==> src/hdl/div_config.svh <==
`ifndef DIV_CONFIG_SVH
`define DIV_CONFIG_SVH

// operand width
`define DIV_XLEN 32

// request tag width
`define DIV_TAG_W 4

// output FIFO entries, also the initial credit count on both sides
`define DIV_BUF_DEPTH 8

// must hold DIV_BUF_DEPTH
`define DIV_CREDIT_W 4

`endif

==> src/hdl/div_data_pkg.sv <==
`default_nettype none
`include "div_config.svh"

package div_data_pkg;

    typedef logic [`DIV_XLEN-1:0]  operand_t;
    typedef logic [`DIV_TAG_W-1:0] tag_t;

    typedef struct packed {
        operand_t dividend;
        operand_t divisor;
        logic     is_signed;    // 0 for unsigned
        logic     want_rem;     // 0 for quotient
        tag_t     tag;
    } div_req_t;

    typedef struct packed {
        operand_t rem;            // partial remainder
        operand_t quot;           // dividend bits out, quotient bits in
        operand_t divisor;        // absolute value
        logic     negate_quot;
        logic     negate_rem;
        logic     div_zero;
        logic     overflow;       // most negative / -1
        operand_t orig_dividend;
        logic     want_rem;
        tag_t     tag;
        logic     valid;
    } div_stage_t;

    typedef struct packed {
        operand_t value;
        tag_t     tag;
    } div_res_t;

endpackage

`default_nettype wire

==> src/hdl/div_flow_pkg.sv <==
`default_nettype none
`include "div_config.svh"

package div_flow_pkg;

    // holds 0 .. DIV_BUF_DEPTH
    typedef logic [`DIV_CREDIT_W-1:0] credit_t;

endpackage

`default_nettype wire

==> src/hdl/div_out_buffer.sv <==
`timescale 1ns/1ns
`default_nettype none
`include "div_config.svh"

module div_out_buffer (
    input  logic                   clk,
    input  logic                   rstn,
    input  logic                   wr_valid,
    input  div_data_pkg::div_res_t wr_res,
    input  logic                   out_credit,
    output logic                   res_valid,
    output div_data_pkg::div_res_t res,
    output logic                   in_credit
);

    localparam int PTR_W = $clog2(`DIV_BUF_DEPTH);

    div_data_pkg::div_res_t mem [`DIV_BUF_DEPTH];
    logic [PTR_W-1:0]       wr_ptr;
    logic [PTR_W-1:0]       rd_ptr;
    logic [PTR_W:0]         count;
    div_flow_pkg::credit_t  credits;    // downstream credits held
    logic                   pop;

    assign pop = (count != '0) && (credits != '0);

    always_ff @(posedge clk) begin
        if (wr_valid) begin
            mem[wr_ptr] <= wr_res;
        end
        if (pop) begin
            res <= mem[rd_ptr];
        end
    end

    always_ff @(posedge clk or negedge rstn) begin
        if (!rstn) begin
            wr_ptr    <= '0;
            rd_ptr    <= '0;
            count     <= '0;
            credits   <= div_flow_pkg::credit_t'(`DIV_BUF_DEPTH);
            res_valid <= 1'b0;
            in_credit <= 1'b0;
        end else begin
            if (wr_valid) begin
                wr_ptr <= (wr_ptr == PTR_W'(`DIV_BUF_DEPTH - 1)) ? '0 : wr_ptr + 1'b1;
            end
            if (pop) begin
                rd_ptr <= (rd_ptr == PTR_W'(`DIV_BUF_DEPTH - 1)) ? '0 : rd_ptr + 1'b1;
            end
            case ({wr_valid, pop})
                2'b10:   count <= count + 1'b1;
                2'b01:   count <= count - 1'b1;
                default: count <= count;
            endcase
            case ({out_credit, pop})
                2'b10:   credits <= credits + 1'b1;
                2'b01:   credits <= credits - 1'b1;
                default: credits <= credits;  // returned and spent together
            endcase
            res_valid <= pop;
            in_credit <= pop;   // slot freed, source may send again
        end
    end

endmodule

`default_nettype wire

==> config.mk <==
export PLATFORM = sky130hd
export DESIGN_NAME = div_out_buffer
export DESIGN_NICKNAME = d
export VERILOG_FILES = /design/src/hdl/div_data_pkg.sv /design/src/hdl/div_flow_pkg.sv /design/src/hdl/div_out_buffer.sv
export VERILOG_INCLUDE_DIRS = /design/src /design/src/hdl
export SDC_FILE = /design/constraint.sdc
export NUM_CORES = 1
export LEC_CHECK = 0
export BUFFER_PORTS_ARGS = -buffer_cell sky130_fd_sc_hd__clkbuf_2
export CAP_MARGIN = 20
export CORE_UTILIZATION = 55
export CTS_BUF_LIST = sky130_fd_sc_hd__clkbuf_4 sky130_fd_sc_hd__clkbuf_8
export CTS_CLUSTER_DIAMETER = 120
export CTS_CLUSTER_SIZE = 8
export DETAILED_ROUTE_END_ITERATION = 10
export GPL_ROUTABILITY_DRIVEN = 1
export GPL_TIMING_DRIVEN = 0
export PLACE_DENSITY_LB_ADDON = 0.25
export SLEW_MARGIN = 20
export SYNTH_ARGS = -nofsm -noshare
export SYNTH_HDL_FRONTEND = slang
export SYNTH_SLANG_ARGS = --single-unit
==> constraint.sdc <==
create_clock -name clk -period 5.7 [get_ports clk]
set_input_delay 0.285 -clock clk [delete_from_list [all_inputs] [get_ports clk]]
set_output_delay 0.285 -clock clk [all_outputs]
set_load 0.01 [all_outputs]
==> impl_metrics.toml <==
[global_route]
grt_max_degree = 18
grt_pass1_wl_mm = 36.9
grt_usage_pct = 21.5
grt-ovfl-total = 0
antenna_found_initial = 0
grt_pass1_vias = 6442

[layout]
drive_above_1_share_pct = 40.2
area_delta_synth_final_pct = 19.0
layout_common_cells = "edfxtp_1, clkbuf_2, mux4_2"
fillers = 1458
layout_commonest_cell = "edfxtp_1"
fin_area_um2 = 15200
final_core_util_pct = 66.9
nets = 776
diodes = 0
fin_cells = 1021

[synth]
synthesis.area_um2 = 12800
synth_nets = 587
syn_inst = 537
synth_area_leaders = "edfxtp_1, mux4_2, mux2_2, dfrtp_1, ha_1"
syn_avg_cell_area_um2 = 23.8
yosys_warnings = 0
synth_seq_cells = 339
yosysSeqAreaShare_pct = 79.1
netlist.area_leader.share_pct = 76.1
ys_types = 30
synth_area_leader_cell = "edfxtp_1"

[placed_design]
placed_cells = 924
placed_area_um2 = 14100
place_congestion = 0.738
hpwl_mm = 15.3
io_buffers = 77

[clock_network]
clkLatencyLatePin_ns = 0.56
cts_setup_buffers = 0
root_buffer = "clkbuf_8"
clockBufferDepth = 3
path_clk_slew_ns = 0.07
cts_num_sinks = 339
cts_tree = "yes"
cts_buffers = 48
htree_levels = 2

[routing]
via_count = 5885
drt_iter0_drc = 470
avgRoutedWirePerCell_um = 23.5
drcViolationCount = 0
ant_nets = 0
via_per_inst = 5.76
dr.pass1.iters = 4
wl_mm = 23.9

[die]
die_y_um = 154
core_um2 = 22700
num_io_pins = 78
start_util_pct = 56.3
dieArea_um2 = 23900
die_x_um = 154
row_count = 55

[worst_setup_path]
critPathMaxStageDelay_ns = 0.64
cp-start-kind = "flip-flop"
crit_top_cell = "xor2_1"
cp.arrival_ns = 3.35
cp_data_required_time_ns = 6.14
slowest_stage = "nor4_1"
critical_path_class = "flip-flop to flip-flop"
cp_top_family = "simple AND/OR/NAND/NOR gates"
reg2reg_setup_slack_ns = 2.79
cp_max_fo = 17
worst-path-buf-inv = 1
crit_chain = "nor4_1 > nor2_4 > buf_16 > ha_1 > xor2_1 > ha_1 > a21oi_1 > xor2_1 > nor2_1 > xor2_1"
crit_path_end_kind = "flip-flop"

[power_and_ir_drop]
ir_drop_uv = 313
p_leak_nw = 5.16
p_per_area_nw_per_um2 = 493

[sta]
drv_slew = 0
fin_crit_sh_pct = 51.1
rsz0062_at_grt = "false"
min_period_ns = 2.91
hold_viol_final = 0
finClkSkew_ns = 0.0150
max-slew-margin-rel_pct = 45.2
setup_viol = 0
max_freq_ghz = 0.344
tightest_slew_ns = 0.817

[run_status]
outcome = "complete, no violations"

[flow_run]
drv_cap = 0

[min_path]
min-delay-path-class = "input port to flip-flop"
stage by stage:
stage	hold slack [ns]	power [mW]	TNS (ns)	worst slack [ns]
after floorplan	-0.0106	5.04	0	1.94
after global placement	0.225	5.67	-32.57	-0.472
after detailed placement	0.237	5.92	0	2.80
after CTS	0.0324	7.60	0	2.78
after global routing	0.0571	7.85	0	2.64
final	0.0700	7.50	0	2.79
path summary, 6_finish.rpt:
check / startpoint / end / cells after the start
worst max-delay path: credits[2] / count[2] / 10
worst min-delay path: wr_valid / wr_ptr[1] / 2
worst max register to register: credits[2] / count[2] / 10
worst min register to register: count[3] / count[3] / 1
max in group asynchronous: rstn / credits[3] / 2
min in group asynchronous: rstn / count[1] / 2
report_power, final:
part	leakage, nW	switching, mW	internal [mW]
clock network	0.401	0.808	0.838
registers	3.16	0.169	3.34
logic	1.59	1.17	1.17
kinds of logic (layout without fill, tap and decap cells):
kind of cell    Yosys count  count (layout)  synth area share, %
compound gates            9               9                0.401
xor+xnor                 10              10                0.685
fa+ha+maj                10              10                0.979
buf+inv                  24             223                 1.17
flops                   339             339                 79.1
mux                     115             115                 16.5
simple gates             30              30                 1.23
layout make-up:
class | instances | area (um^2) | area share (%)
clock buffers | 58 | 748 | 4.92
multi-input cells | 174 | 2590 | 17.0
plain buffers | 21 | 138 | 0.905
clock inverters | 2 | 16.3 | 0.107
inverters | 3 | 11.3 | 0.0741
well taps | 285 | 357 | 2.35
flip-flops and latches | 339 | 10100 | 66.5
repair buffers | 139 | 1240 | 8.15
Yosys cell counts:
| cell type | instances |
|---|---|
| edfxtp_1 | 324 |
| mux4_2 | 72 |
| mux2_2 | 42 |
| dfrtp_1 | 14 |
| nor2_1 | 11 |
| ha_1 | 10 |
| buf_6 | 7 |
| clkbuf_1 | 7 |
| xor2_1 | 7 |
| nand2_1 | 5 |
| buf_1 | 4 |
| a21oi_1 | 3 |
| inv_1 | 3 |
| nand2b_1 | 3 |
| o21ai_0 | 3 |
| xnor2_1 | 3 |
| buf_2 | 2 |
| nand3b_1 | 2 |
| nor3_1 | 2 |
| nor4_1 | 2 |
| nor4b_1 | 2 |
| a31oi_1 | 1 |
| buf_4 | 1 |
| dfstp_2 | 1 |
| mux2i_1 | 1 |
| nor2b_1 | 1 |
| nor3b_1 | 1 |
| nor4bb_1 | 1 |
| o22ai_1 | 1 |
| o41ai_1 | 1 |
routing by layer:
| layer | vias up | track usage [%] | share of wire, % |
|---|---|---|---|
| met5 | - | 0 | 0 |
| met1 | 3098 | 27.4 | 41 |
| met2 | 151 | 37.9 | 54 |
| met4 | 0 | 6.27 | 1.5 |
| li1 | 2609 | - | - |
| met3 | 27 | 4.03 | 4.2 |
repair_timing:
item,CTS,global route
endpoints found under the hold margin,289,0
gates resized for setup,0,0
hold buffers,37,0
sequential cells by signal, summed over array words and instances, names as in the netlist:
register,flops
rd_ptr,3
wr_ptr,3
credits,4
res,36
mem,288
count,4
in_credit,1
Power figures use the tool's default switching activity.
