==> config.mk <==
export PLATFORM = sky130hd
export DESIGN_NAME = div_operand_prep
export DESIGN_NICKNAME = d
export VERILOG_FILES = /design/src/hdl/div_data_pkg.sv /design/src/hdl/div_operand_prep.sv
export VERILOG_INCLUDE_DIRS = /design/src /design/src/hdl
export SDC_FILE = /design/constraint.sdc
export NUM_CORES = 1
export LEC_CHECK = 0
export ABC_AREA = 1
export BUFFER_PORTS_ARGS = -buffer_cell sky130_fd_sc_hd__buf_2
export CORE_ASPECT_RATIO = 0.75
export CORE_MARGIN = 1.5
export CORE_UTILIZATION = 54
export CTS_BUF_LIST = sky130_fd_sc_hd__clkbuf_16
export CTS_CLUSTER_DIAMETER = 60
export DETAILED_ROUTE_END_ITERATION = 16
export PLACE_DENSITY_LB_ADDON = 0.08
export SYNTH_ARGS = -nofsm -noshare
export SYNTH_HDL_FRONTEND = slang
export SYNTH_SLANG_ARGS = --single-unit
==> constraint.sdc <==
create_clock -name clk -period 1.96 [get_ports clk]
set_clock_uncertainty 0.15 [all_clocks]
set_input_delay 0.294 -clock clk [delete_from_list [all_inputs] [get_ports clk]]
set_output_delay 0.294 -clock clk [all_outputs]
set_load 0.02 [all_outputs]
==> src/hdl/div_config.svh <==
`ifndef DIV_CONFIG_SVH
`define DIV_CONFIG_SVH

// operand width
`define DIV_XLEN 32

// request tag width
`define DIV_TAG_W 4

// output FIFO entries, also the initial credit count on both sides
`define DIV_BUF_DEPTH 8

// must hold DIV_BUF_DEPTH
`define DIV_CREDIT_W 4

`endif

==> src/hdl/div_data_pkg.sv <==
`default_nettype none
`include "div_config.svh"

package div_data_pkg;

    typedef logic [`DIV_XLEN-1:0]  operand_t;
    typedef logic [`DIV_TAG_W-1:0] tag_t;

    typedef struct packed {
        operand_t dividend;
        operand_t divisor;
        logic     is_signed;    // 0 for unsigned
        logic     want_rem;     // 0 for quotient
        tag_t     tag;
    } div_req_t;

    typedef struct packed {
        operand_t rem;            // partial remainder
        operand_t quot;           // dividend bits out, quotient bits in
        operand_t divisor;        // absolute value
        logic     negate_quot;
        logic     negate_rem;
        logic     div_zero;
        logic     overflow;       // most negative / -1
        operand_t orig_dividend;
        logic     want_rem;
        tag_t     tag;
        logic     valid;
    } div_stage_t;

    typedef struct packed {
        operand_t value;
        tag_t     tag;
    } div_res_t;

endpackage

`default_nettype wire

==> src/hdl/div_operand_prep.sv <==
`timescale 1ns/1ns
`default_nettype none
`include "div_config.svh"

module div_operand_prep (
    input  logic                     clk,
    input  logic                     rstn,
    input  logic                     req_valid,
    input  div_data_pkg::div_req_t   req,
    output div_data_pkg::div_stage_t stage_out
);

    div_data_pkg::div_stage_t stage_d;
    div_data_pkg::div_stage_t stage_q;
    logic                     valid_q;
    logic                     a_neg;
    logic                     b_neg;

    always_comb begin
        a_neg = req.is_signed & req.dividend[`DIV_XLEN-1];
        b_neg = req.is_signed & req.divisor[`DIV_XLEN-1];

        stage_d               = '0;
        stage_d.quot          = a_neg ? -req.dividend : req.dividend;
        stage_d.divisor       = b_neg ? -req.divisor : req.divisor;
        stage_d.negate_quot   = a_neg ^ b_neg;  // signs differ
        stage_d.negate_rem    = a_neg;          // remainder follows dividend
        stage_d.div_zero      = (req.divisor == '0);
        stage_d.overflow      = req.is_signed
                                && (req.dividend == {1'b1, {(`DIV_XLEN-1){1'b0}}})
                                && (&req.divisor);
        stage_d.orig_dividend = req.dividend;
        stage_d.want_rem      = req.want_rem;
        stage_d.tag           = req.tag;
        stage_d.valid         = req_valid;
    end

    always_ff @(posedge clk) begin
        if (req_valid) begin
            stage_q <= stage_d;
        end
    end

    always_ff @(posedge clk or negedge rstn) begin
        if (!rstn) begin
            valid_q <= 1'b0;
        end else begin
            valid_q <= req_valid;
        end
    end

    always_comb begin
        stage_out       = stage_q;
        stage_out.valid = valid_q;
    end

endmodule

`default_nettype wire

==> impl_metrics.py <==
metrics = {
    "yosys": {
        "synth_xor_area_share_pct": 3.98,
        "netlist_instances": 642,
        "avgSynthCellArea_um2": 8.91,
        "yosysWarnings": 0,
        "synthAdderAreaFrac_pct": 0.656,
        "synth_sequential_area_ratio_pct": 55.0,
        "yosysUniqueCellTypes": 27,
        "netlist_area_mm2": 0.00572,
        "synth_seq_cells": 105,
        "synth.area.mux_share_pct": 0,
        "synth-compound-area-share_pct": 3.48,
        "synthesized_area_fraction_occupied_by_and_or_nand_nor_cells_pct": 27.2,
        "synth_top_family_by_area": "simple AND/OR/NAND/NOR gates",
    },
    "critical_path": {
        "critPathLaunchType": "primary input",
        "end_kind": "register",
        "crit_path_cell_trace": "buf_2 > inv_1 > ha_1 > nand3_1 > nor2_1 > nor2_2 > nor2_4 > nand2_1 > nand2_1 > nand2_1",
        "crit_slowest_cell": "sky130_fd_sc_hd__nor2_1",
        "cp_arrival_ns": 1.51,
        "crit_type": "in -> reg",
        "crit_fanout": 5,
        "critPathMaxStageDelay_ns": 0.23,
        "critical-path-top-cell-by-count": "sky130_fd_sc_hd__nand2_1",
        "required_ns": 1.92,
    },
    "flow_run": {
        "max_cap_violations": 0,
    },
    "sta": {
        "maxClockFrequency_ghz": 0.644,
        "finalCritPeriodShare_pct": 79.2,
        "setup_total_negative_slack_ns": 0,
        "setup-violations-final": 0,
        "rsz0062_at_grt": "false",
        "timing.final.crit_period_ns": 1.55,
        "hold_viol_final": 0,
        "final-max-slew-violation-count": 0,
    },
    "pwr": {
        "worst_ir_drop_vdd_mv": 0.716,
        "static-leakage-power_nw": 3.23,
        "total_power_density_per_cell_area_mw_per_mm2": 804,
    },
    "route": {
        "detail-route-antenna-nets": 0,
        "route.vias.total": 4903,
        "post_drt_via_cell_ratio": 5.02,
        "dr.pass1.iters": 5,
        "detail_route.iter0.violations": 444,
        "wire_per_inst_um": 14.9,
        "post_detailed_routing_wire_length_mm": 14.6,
        "route.detailed.drc": 0,
    },
    "clock_network": {
        "tritoncts.num_buffers": 9,
        "clk_root_buffer_cell": "sky130_fd_sc_hd__clkbuf_16",
        "cts-resized-gates": 0,
        "holdBufCountCts": 6,
        "cts_tree": "yes",
        "cts_max_path_buffers": 2,
        "ctsHtreeMaxLevel": 3,
        "clock_sink_count": 105,
        "cts_setup_buffers": 0,
        "clkSlewWorstSetupHoldPaths_ns": 0.07,
    },
    "die": {
        "die_height_um": 92.1,
        "die_w_um": 122,
        "io_pins": 211,
        "fp.dieArea_mm2": 0.0112,
        "core_mm2": 0.0103,
        "initial_utilization_pct": 55.6,
        "placement_rows": 32,
    },
    "global_route": {
        "grt_start_max_net_pins": 57,
        "grt_pass1_vias": 4361,
        "grt_antenna_before_repair": 0,
        "grt_first_pass_wirelength_mm": 22.2,
        "gr_overflow_total": 0,
        "track_usage_pct": 26.4,
    },
    "min_path": {
        "worst_hold_path_type": "in -> reg",
    },
    "placed_design": {
        "final_hpwl_dp_mm": 11.3,
        "placed_area_mm2": 0.00668,
        "place.gp.congestion": 0.905,
        "port_buffers": 178,
    },
    "cells_and_area": {
        "syn_to_final_growth_pct": 22.7,
        "design.final.nets": 912,
        "final_design_area_no_fill_mm2": 0.00702,
        "count_of_inserted_antenna_diode_cells": 0,
        "n_fill_cell": 843,
        "post_route_cells_drive_above_1_share_pct": 27.1,
    },
    "outcome": {
        "outcome": "finished, final reports clean",
    },
}
[worst max-delay path, delay by kind of cell]
family | cells | cell delay [ns]
fa+ha+maj | 1 | 0.18
buf+inv | 2 | 0.19
simple gates | 7 | 0.86
[metal layers]
metal | part of all wire [%] | global-route usage, % | up-vias
met5 | 0 | 0 | -
met4 | 1.0 | 6.08 | 0
met3 | 8.9 | 5.04 | 12
met2 | 42 | 38.5 | 241
met1 | 48 | 40.6 | 2249
li1 | - | - | 2401
[sequential cells by signal (all words and copies together) (netlist names)]
signal     flops
stage_out    104
valid_q        1
[metrics by stage]
| stage | hold WS (ns) | setup WS, ns | utilization, % | power [mW] | cells |
|---|---|---|---|---|---|
| 6_report | 0.0135 | 0.408 | 68.2 | 5.64 | 977 |
| 3_3_place_gp | -0.0816 | 0.132 | 64.9 | 3.94 | 955 |
| 4_1_cts | 0.00585 | 0.428 | 68.2 | 5.67 | 977 |
| 5_1_grt | 0.00373 | 0.277 | 68.2 | 5.87 | 977 |
| 3_5_place_dp | -0.0765 | 0.0838 | 64.9 | 3.96 | 955 |
| 2_1_floorplan | -0.152 | 0.420 | - | 3.54 | 673 |
[worst paths after layout]
path,start,slack (ns),endpoint,cells past startpoint
worst max-delay path,req[6],0.41,stage_out[68],10
worst min-delay path,req[6],0.01,stage_out[42],1
max in group asynchronous,rstn,1.47,valid_q,2
min in group asynchronous,rstn,0.11,valid_q,2
[area by class of cell]
cell class,instances,area (µm²),share of cell area [%]
inverter,62,238,3.39
multi-input combinational,466,2140,30.5
clock inverter,7,55.1,0.785
timing repair buffer,192,1040,14.8
clock buffer,9,225,3.21
tap,136,170,2.43
sequential,105,3150,44.9
[cell usage after synthesis (all sizes together)]
library cell  count  share of area, %
xor2             18               2.8
nand3b            3              0.39
inv              62               4.2
nand3            33               2.9
dfrtp             1              0.44
or2               1              0.11
o211ai            5              0.66
nand4             2              0.22
xnor2             8               1.2
nand2           194                13
buf              40               5.4
nor2            130                10
a21oi             1              0.15
edfxtp          104                55
nor3              6              0.53
o21ai            29               2.7
and2              1              0.11
ha                3              0.66
conb              1             0.066
[kinds of logic (layout without fill, tap and decap cells)]
group / Yosys count / count (layout)
flops: 105 / 105
xor+xnor: 26 / 26
simple gates: 370 / 370
compound gates: 35 / 35
buf+inv: 102 / 270
other cells: 1 / 32
fa+ha+maj: 3 / 3
[where the power goes]
part           leakage [nW]  internal (mW)  total [mW]  switching [mW]
Clock                 0.138          0.876        1.71           0.838
Combinational          2.07          0.352        1.15           0.800
Sequential             1.03           2.72        2.78          0.0576
Total                  3.23           3.95        5.64            1.70
[layout by cell type (no fill, tap or decap), types with 3 or more instances in the layout]
cell	instances
sky130_fd_sc_hd__buf_2	177
sky130_fd_sc_hd__buf_4	7
sky130_fd_sc_hd__clkbuf_16	9
sky130_fd_sc_hd__conb_1	32
sky130_fd_sc_hd__dlygate4sd3_1	6
sky130_fd_sc_hd__edfxtp_1	104
sky130_fd_sc_hd__ha_1	3
sky130_fd_sc_hd__inv_1	61
sky130_fd_sc_hd__inv_6	3
sky130_fd_sc_hd__nand2_1	192
sky130_fd_sc_hd__nand3_1	33
sky130_fd_sc_hd__nand3b_1	3
sky130_fd_sc_hd__nor2_1	111
sky130_fd_sc_hd__nor2_2	12
sky130_fd_sc_hd__nor2_4	7
sky130_fd_sc_hd__nor3_1	6
sky130_fd_sc_hd__o211ai_1	5
sky130_fd_sc_hd__o21ai_0	21
sky130_fd_sc_hd__o21ai_1	6
sky130_fd_sc_hd__xnor2_1	8
sky130_fd_sc_hd__xor2_1	18
(Power assumes the default switching activity.)
