--- src/hdl/div_config.svh ---
`ifndef DIV_CONFIG_SVH
`define DIV_CONFIG_SVH

// operand width
`define DIV_XLEN 32

// request tag width
`define DIV_TAG_W 4

// output FIFO entries, also the initial credit count on both sides
`define DIV_BUF_DEPTH 8

// must hold DIV_BUF_DEPTH
`define DIV_CREDIT_W 4

`endif

--- src/hdl/div_data_pkg.sv ---
`default_nettype none
`include "div_config.svh"

package div_data_pkg;

    typedef logic [`DIV_XLEN-1:0]  operand_t;
    typedef logic [`DIV_TAG_W-1:0] tag_t;

    typedef struct packed {
        operand_t dividend;
        operand_t divisor;
        logic     is_signed;    // 0 for unsigned
        logic     want_rem;     // 0 for quotient
        tag_t     tag;
    } div_req_t;

    typedef struct packed {
        operand_t rem;            // partial remainder
        operand_t quot;           // dividend bits out, quotient bits in
        operand_t divisor;        // absolute value
        logic     negate_quot;
        logic     negate_rem;
        logic     div_zero;
        logic     overflow;       // most negative / -1
        operand_t orig_dividend;
        logic     want_rem;
        tag_t     tag;
        logic     valid;
    } div_stage_t;

    typedef struct packed {
        operand_t value;
        tag_t     tag;
    } div_res_t;

endpackage

`default_nettype wire

--- src/hdl/div_result_fix.sv ---
`timescale 1ns/1ns
`default_nettype none
`include "div_config.svh"

module div_result_fix (
    input  logic                     clk,
    input  logic                     rstn,
    input  div_data_pkg::div_stage_t stage_in,
    output logic                     res_valid,
    output div_data_pkg::div_res_t   res
);

    div_data_pkg::operand_t quot;
    div_data_pkg::operand_t rem;
    div_data_pkg::div_res_t res_d;

    always_comb begin
        quot = stage_in.negate_quot ? -stage_in.quot : stage_in.quot;
        rem  = stage_in.negate_rem ? -stage_in.rem : stage_in.rem;

        if (stage_in.div_zero) begin
            quot = '1;
            rem  = stage_in.orig_dividend;
        end else if (stage_in.overflow) begin
            quot = stage_in.orig_dividend;  // wraps back to itself
            rem  = '0;
        end

        res_d.value = stage_in.want_rem ? rem : quot;
        res_d.tag   = stage_in.tag;
    end

    always_ff @(posedge clk) begin
        if (stage_in.valid) begin
            res <= res_d;
        end
    end

    always_ff @(posedge clk or negedge rstn) begin
        if (!rstn) begin
            res_valid <= 1'b0;
        end else begin
            res_valid <= stage_in.valid;
        end
    end

endmodule

`default_nettype wire

--- config.mk ---
export PLATFORM = sky130hd
export DESIGN_NAME = div_result_fix
export DESIGN_NICKNAME = d
export VERILOG_FILES = /design/src/hdl/div_data_pkg.sv /design/src/hdl/div_result_fix.sv
export VERILOG_INCLUDE_DIRS = /design/src /design/src/hdl
export SDC_FILE = /design/constraint.sdc
export NUM_CORES = 1
export LEC_CHECK = 0
export BUFFER_PORTS_ARGS = -buffer_cell sky130_fd_sc_hd__buf_2
export CAP_MARGIN = 30
export CORE_MARGIN = 1.5
export CORE_UTILIZATION = 25
export CTS_CLUSTER_SIZE = 20
export DETAILED_ROUTE_END_ITERATION = 10
export PLACE_DENSITY = 0.56
export SYNTH_ARGS = -nofsm -noshare
export SYNTH_HDL_FRONTEND = slang
export SYNTH_SLANG_ARGS = --single-unit
--- constraint.sdc ---
create_clock -name clk -period 0.8 [get_ports clk]
set_input_delay 0.04 -clock clk [delete_from_list [all_inputs] [get_ports clk]]
set_output_delay 0.04 -clock clk [all_outputs]
set_load 0.1 [all_outputs]
==> impl_metrics.tcl, run 1 <==
set metrics [dict create \
    start_util_pct 25.6 \
    path_clk_slew_ns 0.06 \
    clockRootBuffer "clkbuf_16" \
    cp.required_ns 0.83 \
    yosysSeqAreaShare_pct 32.8 \
    drc 0 \
    antenna_found_initial 2 \
    p_leak_uw 0.00287 \
    stdcell_area_mm2 0.00700 \
    ir_worst_vdd_v 0.000834 \
    synth-edff-count 36 \
    netlist_area_mm2 0.00338 \
    coreArea_mm2 0.0132 \
    wirelength_mm 14.6 \
    die_x_um 119 \
    synth_flop_cell "edfxtp_1" \
    worst_slew_pin_slew_ns 0.435 \
    cp-end-kind "register" \
    area_delta_synth_final_pct 107 \
    min_path_type "primary input to asynchronous set/reset pin" \
    gr-total-overflow 0 \
    die_y_um 119 \
    vias 4155 \
    max_cap_viol_count 0 \
    grt_max_degree 38 \
    fmax_mhz 459 \
    rows 42 \
    rsz0062_at_grt "yes" \
    crit_arrival_ns 2.21 \
    dieArea_mm2 0.0142 \
    synth_nets 533 \
    period_share_pct 272 \
    grt_pass1_wl_mm 22.5 \
    drive_above_1_share_pct 59.5 \
    finalSetupViolations 69 \
    cts_tree "yes" \
    antenna_left 0 \
    wl_per_cell_um 17.4 \
    dp_hpwl_mm 11.6 \
    h-tree-depth 2 \
    failed_checks "setup timing" \
    ys_ff_latch 37 \
    pre_cts_slack_ns -1.74 \
    place_area_mm2 0.00600 \
    startpoint "stage_in[74]" \
    synth_cell_types 51 \
    final_core_util_pct 53.1 \
    synthCells 391 \
    synth-warning-count 0 \
    fin_crit_ns 2.18 \
    gr-usage-all-layers_pct 20.1 \
    worstSetupPathType "primary input to register" \
    ys_async_sr_fraction_pct 2.70 \
    first_pass_iters 5 \
    avgSynthCellArea_um2 8.63 \
    layout_common_cells "buf_4 (117), buf_2 (96), buf_12 (44), edfxtp_1 (36), nand2_1 (32)" \
    cts_sinks 37 \
    slew_headroom_pct 71.0 \
    slew_viol_final 0 \
    timing.final.ws_setup_ns -1.38 \
    drt-initial-drc-count 222 \
    port_buffers 144 \
    grt_pass1_vias 4278 \
    cts_buffers 5 \
    ioPinCount 177 \
    cp_max_fo 2 \
    gp_congestion 0.968 \
    cts_buffer_depth 2 \
    status "finished, violations left" \
    power.density_mw_per_mm2 1320 \
    vias_per_cell 4.96 \
    fin_nets 801 \
    cp-start-kind "primary input" \
    hold_viol_final 0 \
    layout_commonest_cell "buf_4" \
]
==> power breakdown <==
part | switching (uW) | internal [uW]
Sequential | 170 | 2390
Clock | 780 | 1160
Combinational | 2750 | 1980
==> critical path: stages <==
cell	delay, ns
buf_12	0.11
inv_12	0.04
ha_4	0.11
or3b_4	0.37
or4_4	0.54
or2_4	0.25
o41a_1	0.32
xor2_1	0.15
o311a_1	0.28
==> worst paths after layout <==
kind / slack, ns / cells past startpoint / to
worst max-delay path: -1.38 / 9 / res[32]
worst min-delay path: 0.06 / 2 / res_valid
max in group asynchronous: 0.65 / 2 / res_valid
min in group clk: 0.06 / 3 / res[16]
==> flip-flops by register name (all words and copies together) (netlist names) <==
register / count
res: 36
res_valid: 1
==> cells by family (layout without fill, tap and decap cells) <==
kind of cell / after synthesis / after routing / synth area share [%]
AO/OA/AOI/OAI: 136 / 136 / 27.7
adder cells (fa/ha/maj): 2 / 2 / 0.741
flip-flops: 37 / 37 / 32.8
other: 0 / 2 / 0
buffers and inverters: 42 / 311 / 4.71
multiplexers: 7 / 7 / 2.08
AND/OR/NAND/NOR: 112 / 112 / 17.8
XOR/XNOR: 55 / 55 / 14.3
==> metal layers <==
layer	up-vias	track usage, %	part of all wire, %
met5	-	0	0
met4	0	5.65	1.6
met3	17	1.87	4.8
met2	123	35.3	52
met1	1981	26.2	42
li1	2034	-	-
==> cells in the mapped netlist, drive strengths merged (9+ instances only) <==
master | number | area share, %
or3 | 10 | 1.9
edfxtp | 36 | 32
o21ai | 36 | 5.3
xor2 | 25 | 6.5
or4 | 11 | 2.7
clkbuf | 24 | 2.7
a22oi | 9 | 2.0
nor2 | 15 | 1.7
o41ai | 10 | 2.6
o31ai | 20 | 4.4
a21oi | 13 | 1.9
nand2 | 38 | 4.2
o211ai | 11 | 2.4
inv | 13 | 1.4
xnor2 | 30 | 7.8
==> area by class of cell <==
type,instances,area (um^2)
clock buffers,5,125
diodes,2,5.00
clock inverters,3,22.5
well taps,176,220
repair buffers,289,2620
fillers,1133,6190
multi-input cells,312,2810
inverters,14,92.6
flip-flops and latches,37,1110
==> stage by stage <==
step	power (uW)	std cells	TNS (ns)	hold slack, ns
2_1_floorplan	4830	391	-35.91	-0.256
3_3_place_gp	6870	811	-42.48	-0.185
3_5_place_dp	6910	811	-42.69	-0.183
4_1_cts	9140	830	-35.07	0.0443
5_1_grt	9570	838	-38.93	0.0589
6_report	9220	838	-36.40	0.0554
==> repair_timing <==
action	4_1_cts	5_1_grt
hold endpoints to repair	5	0
buffers inserted	5	8
endpoints found under the setup margin	69	69
pin swaps	66	44
gates resized for setup	104	36
hold buffers	5	0
gates cloned	1	0
(Power assumes the default switching activity.)
==> inputs of run 2 (changes only) <==
Settings changed: GPL_TIMING_DRIVEN set to 0.
==> impl_metrics.tcl, run 2 (synthesis gave the netlist of run 1 again) <==
set metrics [dict create \
    status "finished, violations left" \
    failed_checks "setup timing" \
    regMostFlops "res" \
    die_y_um 119 \
    dieArea_mm2 0.0142 \
    rsz0062_at_grt "yes" \
    cp-start-kind "primary input" \
    gr-usage-all-layers_pct 19.6 \
    cts_tree "yes" \
    cts_buffer_depth 2 \
    dp_hpwl_mm 10.9 \
    path_clk_slew_ns 0.06 \
    nFillCells 1264 \
    worst_slew_pin_slew_ns 0.782 \
    critPathBufInv 3 \
    period_share_pct 286 \
    ir_worst_vdd_v 0.000691 \
    cp_top_family "simple AND/OR/NAND/NOR gates" \
    crit_arrival_ns 2.29 \
    timing.final.ws_setup_ns -1.49 \
    antenna_left 0 \
    tns_ns -35.44 \
    fin_total_pwr_uw 8480 \
    p_leak_uw 0.00231 \
    largest_register_ffs 36 \
    layout_commonest_cell "buf_2" \
    critPathMostFrequentCell "or4_4" \
    drive_above_1_share_pct 51.1 \
    slew_viol_final 0 \
    grt_pass1_vias 4022 \
    ioPinCount 177 \
    cp.required_ns 0.80 \
    pre_cts_slack_ns -1.92 \
    vias_per_cell 5.26 \
    drc 0 \
    wl_per_cell_um 18.6 \
    die_x_um 119 \
    power.density_mw_per_mm2 1410 \
    wirelength_mm 14.1 \
    fin_nets 720 \
    start_util_pct 25.6 \
    max_cap_viol_count 0 \
    area_delta_synth_final_pct 78.1 \
    grt_pass1_wl_mm 21.7 \
    min_path_type "primary input to asynchronous set/reset pin" \
    top_regs "res x36, res_valid x1" \
    cp-end-kind "register" \
    crit_chain "buf_8 > or4_4 > buf_6 > or4_4 > or2_4 > buf_12 > o31ai_4 > xor2_1 > a221oi_2" \
    drt-initial-drc-count 259 \
    slew_headroom_pct 47.8 \
    fin_crit_ns 2.29 \
    crit_slowest_cell "or4_4" \
    rows 42 \
    layout_common_cells "buf_2 (87), buf_6 (54), edfxtp_1 (36), nand2_1 (31), xnor2_1 (30)" \
    port_buffers 142 \
    coreArea_mm2 0.0132 \
    antenna_found_initial 2 \
    gr-total-overflow 0 \
    cts_sinks 37 \
    hold_slack_ns 0.0584 \
    vias 3984 \
    first_pass_iters 5 \
    h-tree-depth 2 \
    finalSetupViolations 67 \
    hold_viol_final 0 \
    worstSetupPathType "primary input to register" \
    gp_congestion 0.911 \
    cp_max_fo 4 \
    fmax_mhz 437 \
    cts_buffers 5 \
    slowest_delay_ns 0.54 \
    grt_max_degree 38 \
    clockRootBuffer "clkbuf_16" \
]
run 2: report_power, final:
group | total, uW | leakage (uW) | switching [uW] | internal, uW
Sequential | 2470 | 0.000364 | 91.7 | 2380
Combinational | 4050 | 0.00188 | 2670 | 1380
Clock | 1950 | 0.0000704 | 786 | 1170
Total | 8480 | 0.00231 | 3550 | 4930
run 2: path summary, 6_finish.rpt:
| check | from | end | slack [ns] | depth (start not counted) |
|---|---|---|---|---|
| setup / recovery | stage_in[80] | res[31] | -1.49 | 9 |
| hold / removal | rstn | res_valid | 0.06 | 2 |
| max in group asynchronous | rstn | res_valid | 0.64 | 2 |
| min in group clk | stage_in[12] | res[10] | 0.06 | 3 |
run 2: metrics by stage:
stage | area, um^2 | utilization (%) | std cells
after floorplan | 3660 | - | 391
after global placement | 4590 | 34.8 | 709
after detailed placement | 4590 | 34.8 | 709
after CTS | 5730 | 43.5 | 749
after global routing | 6010 | 45.5 | 756
final | 6010 | 45.6 | 758
run 2: layout make-up:
class	count	area [um^2]	share of cell area (%)
Sequential cell	37	1110	18.4
Antenna cell	3	7.51	0.125
Multi-Input combinational cell	312	2700	44.9
Timing Repair Buffer	181	1500	24.9
Clock inverter	3	25.0	0.416
Tap cell	176	220	3.66
Inverter	14	92.6	1.54
Clock buffer	5	125	2.08
Buffer	27	240	4.00
run 2: per-layer routing:
| layer | part of all wire (%) | global-route usage [%] | vias up |
|---|---|---|---|
| met5 | 0 | 0 | - |
| met4 | 3.2 | 8.21 | 0 |
| met3 | 6.4 | 3.16 | 32 |
| met2 | 49 | 33.0 | 173 |
| met1 | 42 | 24.9 | 1902 |
| li1 | - | - | 1877 |
run 2: what timing repair did:
item                                    CTS  global route
pin swaps                                43            48
gates resized for setup                 190            50
hold buffers                              5             0
hold endpoints to repair                  5             0
gates cloned                              1             0
endpoints found under the setup margin   69           105
setup buffers                            27             9
==> inputs of run 3 (changes only) <==
Settings changed: CELL_PAD_IN_SITES_DETAIL_PLACEMENT set to 0, CELL_PAD_IN_SITES_GLOBAL_PLACEMENT set to 1, PLACE_DENSITY 0.56 to 0.72.
==> impl_metrics.tcl, run 3 (synthesis gave the netlist of run 1 again) <==
set metrics [dict create \
    cts_sinks 37 \
    drive_above_1_share_pct 52.1 \
    worstSetupPathType "primary input to register" \
    die_x_um 119 \
    use_met3_pct 3.98 \
    rows 42 \
    p_int_uw 4990 \
    gr-usage-all-layers_pct 19.4 \
    gr-total-overflow 0 \
    fin_crit_ns 2.31 \
    cts_tree "yes" \
    dieArea_mm2 0.0142 \
    regMostFlops "res" \
    power.share.clock_pct 23.4 \
    gp_congestion 0.876 \
    start_util_pct 25.6 \
    cp.required_ns 0.80 \
    antenna_found_initial 0 \
    path_clk_slew_ns 0.06 \
    power.density_mw_per_mm2 1420 \
    top_regs "res x36, res_valid x1" \
    drc 0 \
    cp-start-kind "primary input" \
    status "finished, violations left" \
    comb_power_share_pct 47.6 \
    tns_ns -35.40 \
    dp_hpwl_mm 10.8 \
    failed_checks "setup timing" \
    port_buffers 142 \
    met1_usage_pct 24.0 \
    finalSetupViolations 66 \
    gr-max-usage-layer "met2" \
    cts_buffers 5 \
    clockRootBuffer "clkbuf_16" \
    vias_per_cell 5.22 \
    swShare_pct 41.5 \
    slew_viol_final 0 \
    cp_max_fo 4 \
    seqPwrFrac_pct 29.0 \
    grt_pass1_wl_mm 21.2 \
    crit_arrival_ns 2.31 \
    antenna_left 0 \
    rsz0062_at_grt "yes" \
    area_delta_synth_final_pct 77.6 \
    grt_pass1_vias 3848 \
    first_pass_iters 5 \
    timing.final.ws_setup_ns -1.51 \
    vias 3930 \
    layout_commonest_cell "buf_2" \
    fmax_mhz 432 \
    worst_slew_pin_slew_ns 0.908 \
    grt_max_degree 38 \
    final_core_util_pct 45.5 \
    fin_nets 717 \
    wirelength_mm 14.3 \
    hold_viol_final 0 \
    p_leak_uw 0.00228 \
    die_y_um 119 \
    ioPinCount 177 \
    max_cap_viol_count 0 \
    min_path_type "primary input to asynchronous set/reset pin" \
    slew_headroom_pct 39.5 \
    wl_per_cell_um 19.0 \
    h-tree-depth 2 \
    largest_register_ffs 36 \
    cp-end-kind "register" \
    drt-initial-drc-count 253 \
    cts_buffer_depth 2 \
    layout_common_cells "buf_2 (85), buf_6 (60), edfxtp_1 (36), nand2_1 (30), xnor2_1 (28)" \
    grtUsageMet2_pct 33.4 \
    coreArea_mm2 0.0132 \
    switching_power_uw 3540 \
    ir_worst_vdd_v 0.000729 \
    period_share_pct 289 \
]
-- run 3: changes by cell type in the layout (fill, tap and decap cells not counted), moves of 3 or more --
cell | before | now
buf_6 | 54 | 60
a221oi_1 | 4 | 1
nor4_2 | 3 | 0
buf_12 | 7 | 3
a221oi_2 | 2 | 5
clkbuf_2 | 6 | 3
-- run 3: area by class of cell --
cell class / instances / area, um^2
well taps: 176 / 220
diodes: 1 / 2.50
clock inverters: 2 / 13.8
fillers: 1242 / 7190
repair buffers: 179 / 1460
inverters: 14 / 97.6
clock buffers: 6 / 139
plain buffers: 26 / 226
multi-input cells: 312 / 2730
flip-flops and latches: 37 / 1110
-- run 3: what timing repair did --
action | CTS | global route
resized for setup | 175 | 80
pin swaps | 54 | 46
endpoints found under the setup margin | 69 | 105
setup buffers | 17 | 15
hold endpoints to repair | 5 | 0
cloned | 1 | 0
hold buffers | 5 | 0
-- run 3: metrics by stage --
stage                     worst slack, ns  instance area (um^2)  hold WS (ns)  power, uW  cells
after detailed placement            -1.91                  4590        -0.182       5790    709
after CTS                           -1.53                  5540        0.0453       8320    739
after global placement              -1.92                  4590        -0.184       5750    709
final                               -1.51                  6000        0.0518       8530    753
after global routing                -1.54                  5990        0.0699       8800    752
after floorplan                     -1.62                  3660        -0.256       4830    391
-- run 3: worst paths after layout --
check	start	slack [ns]	depth (start not counted)	endpoint
min in group clk	stage_in[11]	0.06	3	res[9]
max in group asynchronous	rstn	0.65	2	res_valid
setup / recovery	stage_in[81]	-1.51	9	res[31]
hold / removal	rstn	0.05	2	res_valid
-- run 3: power by group through the flow --
stage / clock, uW / sequential (uW) / combinational (uW)
2_1_floorplan: 0 / 3900 / 936
3_3_place_gp: 0 / 2450 / 3300
3_5_place_dp: 0 / 2460 / 3330
4_1_cts: 2030 / 2470 / 3820
5_1_grt: 2090 / 2490 / 4230
6_report: 2000 / 2470 / 4060
-- run 3: routing by layer --
metal	routed length, um	up-vias	part of all wire, %
li1	-	1870	-
met1	5980	1899	42
met2	7130	137	50
met3	880	24	6.1
met4	323	0	2.3
met5	0	-	0
-- run 3: critical path, stage by stage --
cell and delay (ns):
buf_8 0.10, or4_4 0.54, buf_6 0.14, or4_4 0.55
or2_4 0.29, buf_6 0.14, o31ai_4 0.17, xor2_1 0.25
a221oi_2 0.09
