$ cat src/hdl/div_config.svh
`ifndef DIV_CONFIG_SVH
`define DIV_CONFIG_SVH

// operand width
`define DIV_XLEN 32

// request tag width
`define DIV_TAG_W 4

// output FIFO entries, also the initial credit count on both sides
`define DIV_BUF_DEPTH 8

// must hold DIV_BUF_DEPTH
`define DIV_CREDIT_W 4

`endif

$ cat src/hdl/div_data_pkg.sv
`default_nettype none
`include "div_config.svh"

package div_data_pkg;

    typedef logic [`DIV_XLEN-1:0]  operand_t;
    typedef logic [`DIV_TAG_W-1:0] tag_t;

    typedef struct packed {
        operand_t dividend;
        operand_t divisor;
        logic     is_signed;    // 0 for unsigned
        logic     want_rem;     // 0 for quotient
        tag_t     tag;
    } div_req_t;

    typedef struct packed {
        operand_t rem;            // partial remainder
        operand_t quot;           // dividend bits out, quotient bits in
        operand_t divisor;        // absolute value
        logic     negate_quot;
        logic     negate_rem;
        logic     div_zero;
        logic     overflow;       // most negative / -1
        operand_t orig_dividend;
        logic     want_rem;
        tag_t     tag;
        logic     valid;
    } div_stage_t;

    typedef struct packed {
        operand_t value;
        tag_t     tag;
    } div_res_t;

endpackage

`default_nettype wire

$ cat src/hdl/div_step_cell.sv
`timescale 1ns/1ns
`default_nettype none
`include "div_config.svh"

module div_step_cell (
    input  logic                     clk,
    input  logic                     rstn,
    input  div_data_pkg::div_stage_t stage_in,
    output div_data_pkg::div_stage_t stage_out
);

    div_data_pkg::div_stage_t stage_d;
    div_data_pkg::div_stage_t stage_q;
    logic                     valid_q;
    logic [`DIV_XLEN:0]       shifted;
    logic [`DIV_XLEN:0]       diff;
    logic                     q_bit;

    always_comb begin
        shifted = {stage_in.rem, stage_in.quot[`DIV_XLEN-1]};  // bring down next bit
        diff    = shifted - {1'b0, stage_in.divisor};
        q_bit   = ~diff[`DIV_XLEN];                          // no borrow

        stage_d      = stage_in;
        stage_d.rem  = q_bit ? diff[`DIV_XLEN-1:0] : shifted[`DIV_XLEN-1:0];
        stage_d.quot = {stage_in.quot[`DIV_XLEN-2:0], q_bit};
    end

    always_ff @(posedge clk) begin
        if (stage_in.valid) begin
            stage_q <= stage_d;
        end
    end

    always_ff @(posedge clk or negedge rstn) begin
        if (!rstn) begin
            valid_q <= 1'b0;
        end else begin
            valid_q <= stage_in.valid;
        end
    end

    always_comb begin
        stage_out       = stage_q;
        stage_out.valid = valid_q;
    end

endmodule

`default_nettype wire

$ cat config.mk
export PLATFORM = sky130hd
export DESIGN_NAME = div_step_cell
export DESIGN_NICKNAME = d
export VERILOG_FILES = /design/src/hdl/div_data_pkg.sv /design/src/hdl/div_step_cell.sv
export VERILOG_INCLUDE_DIRS = /design/src /design/src/hdl
export SDC_FILE = /design/constraint.sdc
export NUM_CORES = 1
export LEC_CHECK = 0
export BUFFER_PORTS_ARGS = -buffer_cell sky130_fd_sc_hd__buf_4
export CAP_MARGIN = 20
export CELL_PAD_IN_SITES_DETAIL_PLACEMENT = 1
export CELL_PAD_IN_SITES_GLOBAL_PLACEMENT = 1
export CORE_MARGIN = 4
export CORE_UTILIZATION = 25
export CTS_BUF_LIST = sky130_fd_sc_hd__clkbuf_4 sky130_fd_sc_hd__clkbuf_8
export DETAILED_ROUTE_END_ITERATION = 8
export PLACE_DENSITY_LB_ADDON = 0.08
export SLEW_MARGIN = 0
export SYNTH_ARGS = -nofsm -noshare
export SYNTH_HDL_FRONTEND = slang
export SYNTH_SLANG_ARGS = --single-unit
$ cat constraint.sdc
create_clock -name clk -period 0.92 [get_ports clk]
set_clock_uncertainty 0.1 [all_clocks]
set_input_delay 0.046 -clock clk [delete_from_list [all_inputs] [get_ports clk]]
set_output_delay 0.046 -clock clk [all_outputs]
set_load 0.02 [all_outputs]
==> results_dict.tcl, run 1 <==
set metrics [dict create \
    synth_xor_area_share_pct 3.185 \
    antenna_left 0 \
    finalCriticalPeriod_ns 2.327 \
    synth-main-ff-cell "edfxtp_1" \
    tns_ns -91.22 \
    finalHoldViolCount 15 \
    layout_setup_ws_ns -1.407 \
    io_pins 278 \
    period_share_pct 253.0 \
    areaGrowthSynthToFinish_pct 93.76 \
    numClockSinks 138 \
    core_um2 25980 \
    cp.arrival_ns 2.41 \
    final_cell_mix "buf_4 (261), buf_6 (146), edfxtp_1 (137)" \
    cpMaxStageDelayCell "fa_2" \
    initial_core_util_pct 25.40 \
    synthAdderAreaFrac_pct 6.370 \
    synth_cell_type_count 51 \
    slowest_delay_ns 0.35 \
    cts_tree "yes" \
    status "finished with violations" \
    hold_class "in2reg" \
    yosysSeqAreaShare_pct 62.71 \
    cts_root_buf "clkbuf_8" \
    fmax_ghz 0.4297 \
    drive_gt1_share_pct 47.81 \
    violations "negative hold slack, negative setup slack" \
    synth_area_um2 6600 \
    routedWlPerCell_um 19.26 \
    grt_pass1_vias 6930 \
    crit_chain "buf_8 > inv_4 > ha_4 > fa_2 > nand2b_4 > a21oi_4 > o211ai_1 > a21oi_2 > o21a_1 > o211ai_4 > inv_4 > buf_12 > buf_12 > mux2_4" \
    tightest_slew_ns 0.4729 \
    p_int_w 0.01335 \
    vias_per_cell 4.435 \
    slew_headroom_pct 68.37 \
    path_class "in2reg" \
    die_area_um2 29060 \
    p_sw_w 0.006207 \
    drc_errors 0 \
    clkSlewWorstSetupHoldPaths_ns 0.10 \
    grtUsageTotal_pct 18.10 \
    drt-total-wl_um 27080 \
    place.gp.congestion 0.8309 \
    combPwrFrac_pct 34.2 \
    synthSimpleGateAreaFrac_pct 7.848 \
    yosysWarnings 0 \
    ir_worst_vdd_uv 1002 \
    p_per_area_nw_per_um2 1530 \
    port_buffers 277 \
    num_antenna_cells 0 \
    setup_viol 223 \
    cts-htree-levels 4 \
    critPathRequiredTime_ns 1.00 \
    grt_max_degree 38 \
    clockBufferDepth 2 \
    path_buf_inv 5 \
    leakage_nw 5.638 \
    syn-instance-count 499 \
    synthMuxAreaShare_pct 4.095 \
    holdWs_ns -0.1019 \
    drv_slew 0 \
    fin_util_pct 49.22 \
    drtIter0Drc 263 \
    synth_top_family_by_area "compound AO/OA/AOI/OAI gates" \
    die_h_um 170.5 \
    nets 1231 \
    synth-seq-cells 138 \
    cp-start-kind "input port" \
    cap_violations 0 \
    clock_power_share_pct 25.1 \
    via_count 6235 \
    final_common_cell "buf_4" \
    synth_edf_count 137 \
    rsz0062_at_grt "yes" \
    die_w_um 170.5 \
    grt_pass1_wl_um 40260 \
    synth_nets 672 \
    cp_top_family "compound AO/OA/AOI/OAI gates" \
    drt-pass1-iter-count 4 \
    power_frac_seq_pct 40.8 \
    grt_antenna_before_repair 0 \
    overflow 0 \
    hpwlAfterDp_um 19540 \
    cts_inserted_buffers 17 \
    async_flop_share_pct 0.7246 \
    cp-end-kind "flop" \
    synth-compound-area-share_pct 12.08 \
    crit_fanout 6 \
    placementRows 59 \
    swShare_pct 31.73 \
    synth_area_per_cell_um2 13.23 \
]
## final timing paths
kind	from	end	slack (ns)	depth (start not counted)
min	stage_in[127]	stage_out[128]	-0.10	3
min in group asynchronous	rstn	valid_q	0.37	3
max in group asynchronous	rstn	valid_q	0.25	3
max	stage_in[105]	stage_out[125]	-1.41	14
## timing repair
action / 4_1_cts / 5_1_grt
pin swaps: 12 / 17
resized for setup: 171 / 29
hold buffers: 136 / 1
cloned: 2 / 1
setup buffers: 11 / 8
setup endpoints to repair: 171 / 223
hold endpoints to repair: 153 / 16
## power groups by stage
stage	sequential, W	combinational, W	clock, W
global route	0.00804	0.00716	0.00541
CTS	0.00798	0.00662	0.00511
floorplan	0.00877	0.00174	0
global placement	0.00798	0.00530	0
finish	0.00798	0.00668	0.00490
detailed placement	0.00799	0.00536	0
## metal layers
layer / track usage [%] / vias to the layer above / wire length [um]
li1: - / 2980 / -
met1: 23.32 / 3037 / 11770
met2: 31.50 / 207 / 13430
met3: 4.088 / 11 / 1636
met4: 3.368 / 0 / 239
met5: 0 / - / 0
## cell families after synthesis
group	after synthesis
flops	138
compound gates	120
fa+ha+maj	33
mux	18
xor+xnor	24
simple gates	108
buf+inv	58
## registers in the layout, summed over array words and instances, names as in the netlist
name,flops
stage_out,137
valid_q,1
## synth_stat cells (all sizes together) (2+ instances only)
cell	count	area, um2
ha	32	400.4
a31oi	2	12.51
o31ai	5	37.54
buf	5	46.29
xnor2	14	122.6
o21a	6	45.04
nand2	44	165.2
inv	42	157.7
nor2	16	60.06
edfxtp	137	4114
nand2b	5	31.28
and4	2	17.52
nor3	4	20.02
o2111ai	2	17.52
a21o	15	112.6
clkbuf	11	41.29
mux2	18	270.3
nor2b	5	31.28
a21boi	2	15.01
a21oi	36	195.2
o41ai	2	17.52
o211ai	9	81.33
nand4	7	43.79
o21bai	5	37.54
a211oi	4	30.03
o21ai	24	120.1
and3	6	37.54
xor2	10	87.58
nand3	11	55.05
and2	3	18.77
## layout make-up
class	count	area (um2)
flip-flops and latches	138	4139
inverters	42	170.2
multi-input cells	303	2462
clock buffers	18	241.5
clock inverters	14	133.9
repair buffers	556	5223
fillers	2726	13200
well taps	335	419.2
## stage by stage
step | total power (W) | std cells | hold slack [ns] | setup WS (ns) | cell area, um2
6_report | 0.01956 | 1406 | -0.1019 | -1.407 | 12790
5_1_grt | 0.02061 | 1406 | -0.1426 | -1.479 | 12790
4_1_cts | 0.01971 | 1400 | -0.1423 | -1.405 | 12630
3_5_place_dp | 0.01335 | 1220 | -0.2752 | -2.133 | 10100
3_3_place_gp | 0.01328 | 1220 | -0.2781 | -2.024 | 10100
2_1_floorplan | 0.01050 | 499 | -0.3496 | -1.613 | 6720
Note: power is estimated with default switching activity, not from simulation.
==> inputs of run 2 (changes only) <==
- PLACE_DENSITY_LB_ADDON: 0.08 -> 0.1
==> results_dict.tcl, run 2 (synthesis gave the netlist of run 1 again) <==
set metrics [dict create \
    layout_setup_ws_ns -1.378 \
    clock_power_share_pct 26.2 \
    crit_chain "buf_4 > ha_1 > and3_1 > a221o_1 > a211o_1 > o21a_1 > o211ai_4 > inv_4 > buf_12 > buf_12 > mux2_4" \
    die_h_um 170.5 \
    clkSlewWorstSetupHoldPaths_ns 0.10 \
    drive_gt1_share_pct 50.19 \
    tightest_slew_ns 0.3692 \
    violations "negative hold slack, negative setup slack" \
    areaGrowthSynthToFinish_pct 96.95 \
    final_cell_mix "buf_4 (272), buf_6 (151), edfxtp_1 (137)" \
    p_sw_w 0.006351 \
    critPathRequiredTime_ns 1.00 \
    p_per_area_nw_per_um2 1547 \
    hpwlAfterDp_um 19010 \
    combPwrFrac_pct 34.0 \
    cp-end-kind "flop" \
    core_um2 25980 \
    grtUsageTotal_pct 18.05 \
    status "finished with violations" \
    grt_pass1_wl_um 40240 \
    num_antenna_cells 0 \
    path_buf_inv 4 \
    p_int_w 0.01376 \
    antenna_left 0 \
    period_share_pct 249.7 \
    clockBufferDepth 2 \
    holdWs_ns -0.09397 \
    fmax_ghz 0.4352 \
    path_class "in2reg" \
    placed_area_um2 10220 \
    port_buffers 277 \
    finalHoldViolCount 13 \
    drt-pass1-iter-count 4 \
    final_common_cell "buf_4" \
    crit_fanout 7 \
    swShare_pct 31.58 \
    cts_root_buf "clkbuf_8" \
    largest_reg_flops 137 \
    numClockSinks 138 \
    drt-total-wl_um 27110 \
    placementRows 59 \
    slew_headroom_pct 75.20 \
    drc_errors 0 \
    cts_tree "yes" \
    io_pins 278 \
    setup_viol 217 \
    cp-start-kind "input port" \
    grt_antenna_before_repair 1 \
    cp.arrival_ns 2.38 \
    ir_worst_vdd_uv 1015 \
    place.gp.congestion 0.8235 \
    hold_start "stage_in[133]" \
    drv_slew 0 \
    initial_core_util_pct 25.40 \
    drtIter0Drc 314 \
    cpMaxStageDelayCell "a221o_1" \
    rsz0062_at_grt "yes" \
    finalCriticalPeriod_ns 2.298 \
    vias_per_cell 4.428 \
    die_w_um 170.5 \
    slowest_delay_ns 0.36 \
    via_count 6265 \
    die_area_um2 29060 \
    leakage_nw 5.765 \
    n_fill_cell 2695 \
    cts_inserted_buffers 17 \
    cts-htree-levels 4 \
    hold_class "in2reg" \
    grt_pass1_vias 7061 \
    power_frac_seq_pct 39.8 \
    overflow 0 \
    routedWlPerCell_um 19.16 \
    grt_max_degree 44 \
    nets 1240 \
    final_area_um2 13000 \
    cap_violations 0 \
    cp-startpoint "stage_in[122]" \
    cp_top_family "compound AO/OA/AOI/OAI gates" \
    cpMostUsedCell "buf_12" \
]
-- run 2: changes by cell type in the layout (fill, tap and decap cells not counted), sizes merged --
cell         change
inv              +1
bufinv           +1
clkinvlp         -2
dlygate4sd3      -7
buf             +16
-- run 2: area by class of cell --
type	instances	area (um2)	area share (%)
Sequential cell	138	4139	31.84
Multi-Input combinational cell	303	2586	19.90
Clock buffer	18	247.7	1.906
Timing Repair Buffer	565	5284	40.65
Inverter	42	170.2	1.309
Clock inverter	14	152.6	1.174
Tap cell	335	419.2	3.225
-- run 2: routing by layer --
layer,routed length (um),GRT usage [%]
met5,17,0
met3,1555,3.972
met2,14170,33.32
met1,11140,21.74
met4,229,3.264
-- run 2: timing repair --
action / 4_1_cts / 5_1_grt
endpoints found under the setup margin: 171 / 217
hold buffers: 128 / 2
setup buffers: 14 / 8
endpoints found under the hold margin: 168 / 48
pin swaps: 15 / 23
gates resized for setup: 184 / 58
cloned: 1 / 1
-- run 2: final timing paths --
| kind | to | cells after the start |
|---|---|---|
| max in group asynchronous | valid_q | 3 |
| worst min-delay path | stage_out[134] | 3 |
| worst max-delay path | stage_out[116] | 11 |
| min in group asynchronous | valid_q | 3 |
-- run 2: power groups by stage --
stage	registers, W	clock network, W	logic [W]
finish	0.00801	0.00527	0.00684
detailed placement	0.00801	0	0.00539
CTS	0.00800	0.00545	0.00661
global route	0.00807	0.00574	0.00729
floorplan	0.00877	0	0.00174
global placement	0.00801	0	0.00532
-- run 2: tightest hold or removal path, cell delays in order --
cell    delay [ns]
buf_4         0.09
buf_4         0.09
mux2_4        0.12
-- run 2: metrics by stage --
stage / util, % / power (W) / cells / setup slack (ns) / TNS (ns)
after CTS: 49.15 / 0.02007 / 1410 / -1.361 / -86.46
after global routing: 50.02 / 0.02109 / 1415 / -1.402 / -90.96
after floorplan: - / 0.01050 / 499 / -1.613 / -50.21
after global placement: 39.33 / 0.01332 / 1236 / -1.978 / -62.82
final: 50.02 / 0.02011 / 1415 / -1.378 / -82.13
after detailed placement: 39.33 / 0.01341 / 1236 / -2.042 / -65.20
==> inputs of run 3 (changes only) <==
- REMOVE_ABC_BUFFERS: unset -> 1
==> results_dict.tcl, run 3 (synthesis gave the netlist of run 1 again) <==
set metrics [dict create \
    holdWs_ns -0.09877 \
    grt_antenna_before_repair 1 \
    leakage_nw 5.712 \
    ir_worst_vdd_uv 831.0 \
    hpwlAfterDp_um 18720 \
    core_um2 25980 \
    areaGrowthSynthToFinish_pct 95.30 \
    cap_violations 0 \
    die_h_um 170.5 \
    tns_ns -91.35 \
    place_inst 1238 \
    setup_viol 241 \
    largest_reg_flops 137 \
    multi_input_comb_area_um2 2475 \
    clkSlewWorstSetupHoldPaths_ns 0.08 \
    cts_tree "yes" \
    grt_max_degree 45 \
    vias_per_cell 4.355 \
    nets 1248 \
    cts_inserted_buffers 17 \
    cp.arrival_ns 2.34 \
    cp-end-kind "flop" \
    slowest_delay_ns 0.37 \
    seqCellArea_um2 4139 \
    dp_worst_setup_slack_ns -2.132 \
    drtIter0Drc 216 \
    finalHoldViolCount 18 \
    final_cell_mix "buf_4 (283), buf_6 (146), edfxtp_1 (137)" \
    clockBufferDepth 2 \
    routedWlPerCell_um 18.05 \
    drv_slew 0 \
    cp-startpoint "stage_in[59]" \
    place.gp.congestion 0.8470 \
    grt_pass1_vias 6967 \
    cpMaxStageDelayCell "a221o_1" \
    numClockSinks 138 \
    slew_headroom_pct 71.59 \
    io_pins 278 \
    finalCriticalPeriod_ns 2.253 \
    grtUsageTotal_pct 17.33 \
    tightest_slew_ns 0.4248 \
    final_cells 1424 \
    antenna_left 0 \
    layout_setup_ws_ns -1.333 \
    port_buffers 277 \
    drt-pass1-iter-count 4 \
    drive_gt1_share_pct 49.08 \
    rsz0062_at_grt "yes" \
    cp-start-kind "input port" \
    power_w 0.01963 \
    n_fill_cell 2711 \
    critPathRequiredTime_ns 1.01 \
    cts_root_buf "clkbuf_8" \
    p_per_area_nw_per_um2 1523 \
    initial_core_util_pct 25.40 \
    crit_fanout 5 \
    endpoint "stage_out[128]" \
    status "finished with violations" \
    cts-htree-levels 4 \
    placementRows 59 \
    path_class "in2reg" \
    die_area_um2 29060 \
    final_common_cell "buf_4" \
    overflow 0 \
    drt-total-wl_um 25700 \
    die_w_um 170.5 \
    drc_errors 0 \
    crit_chain "buf_4 > inv_2 > ha_2 > and3_1 > a221o_1 > a211o_1 > o21a_1 > o211ai_4 > clkinv_4 > buf_12 > mux2_4" \
    grt_pass1_wl_um 38780 \
    hold_class "in2reg" \
    via_count 6201 \
    violations "negative hold slack, negative setup slack" \
    fmax_ghz 0.4438 \
    period_share_pct 244.9 \
]
## run 3: changes by cell type in the layout (fill, tap and decap cells not counted), moves of 5 or more
cell,previous run,this run
nand2_4,9,1
nand2_2,5,0
dlygate4sd3_1,129,135
o21ai_0,13,20
nand2_1,30,43
o21ai_1,8,3
buf_12,9,4
buf_4,272,283
buf_6,151,146
## run 3: power breakdown
part	total [W]	internal, W	leakage [nW]	switching (W)
clock	0.00503	0.00224	0.191	0.00279
combinational	0.00663	0.00367	4.17	0.00295
sequential	0.00797	0.00767	1.35	0.000305
## run 3: routing by layer
metal | global-route usage [%] | up-vias | wire length [um]
met1 | 19.93 | 2980 | 10300
met3 | 4.344 | 21 | 1631
met2 | 31.77 | 191 | 13350
li1 | - | 3009 | -
met5 | 0 | - | 0
met4 | 5.000 | 0 | 422
## run 3: stage by stage
step	area [um2]	utilization (%)
after detailed placement	10140	39.02
after global routing	12890	49.61
after CTS	12760	49.12
after floorplan	6513	-
final	12890	49.61
after global placement	10140	39.02
## run 3: cell type report
type	instances	share of cell area, %
flip-flops and latches	138	32.11
clock buffers	17	1.815
inverters	42	1.301
well taps	335	3.252
clock inverters	15	1.184
repair buffers	573	41.12
multi-input cells	303	19.20
diodes	1	0.01941
## run 3: timing repair
| action | in CTS | in global routing |
|---|---|---|
| endpoints found under the setup margin | 171 | 252 |
| endpoints found under the hold margin | 196 | 27 |
| setup buffers | 11 | 7 |
| hold buffers | 135 | 1 |
| pin swaps | 18 | 10 |
| gates resized for setup | 192 | 24 |
| cloned | 2 | 0 |
## run 3: critical path: cells and delay by family
| family | cells | cell delay, ns |
|---|---|---|
| buffers and inverters | 4 | 0.49 |
| AND/OR/NAND/NOR | 1 | 0.17 |
| multiplexers | 1 | 0.29 |
| adder cells (fa/ha/maj) | 1 | 0.27 |
| AO/OA/AOI/OAI | 4 | 1.07 |
## run 3: worst min path at each step
stage                              from             end  cells past startpoint
after floorplan                    rstn         valid_q                      0
after global placement             rstn         valid_q                      1
after detailed placement           rstn         valid_q                      1
after CTS                 stage_in[121]  stage_out[122]                      3
after global routing      stage_in[121]  stage_out[122]                      3
final                     stage_in[121]  stage_out[122]                      3
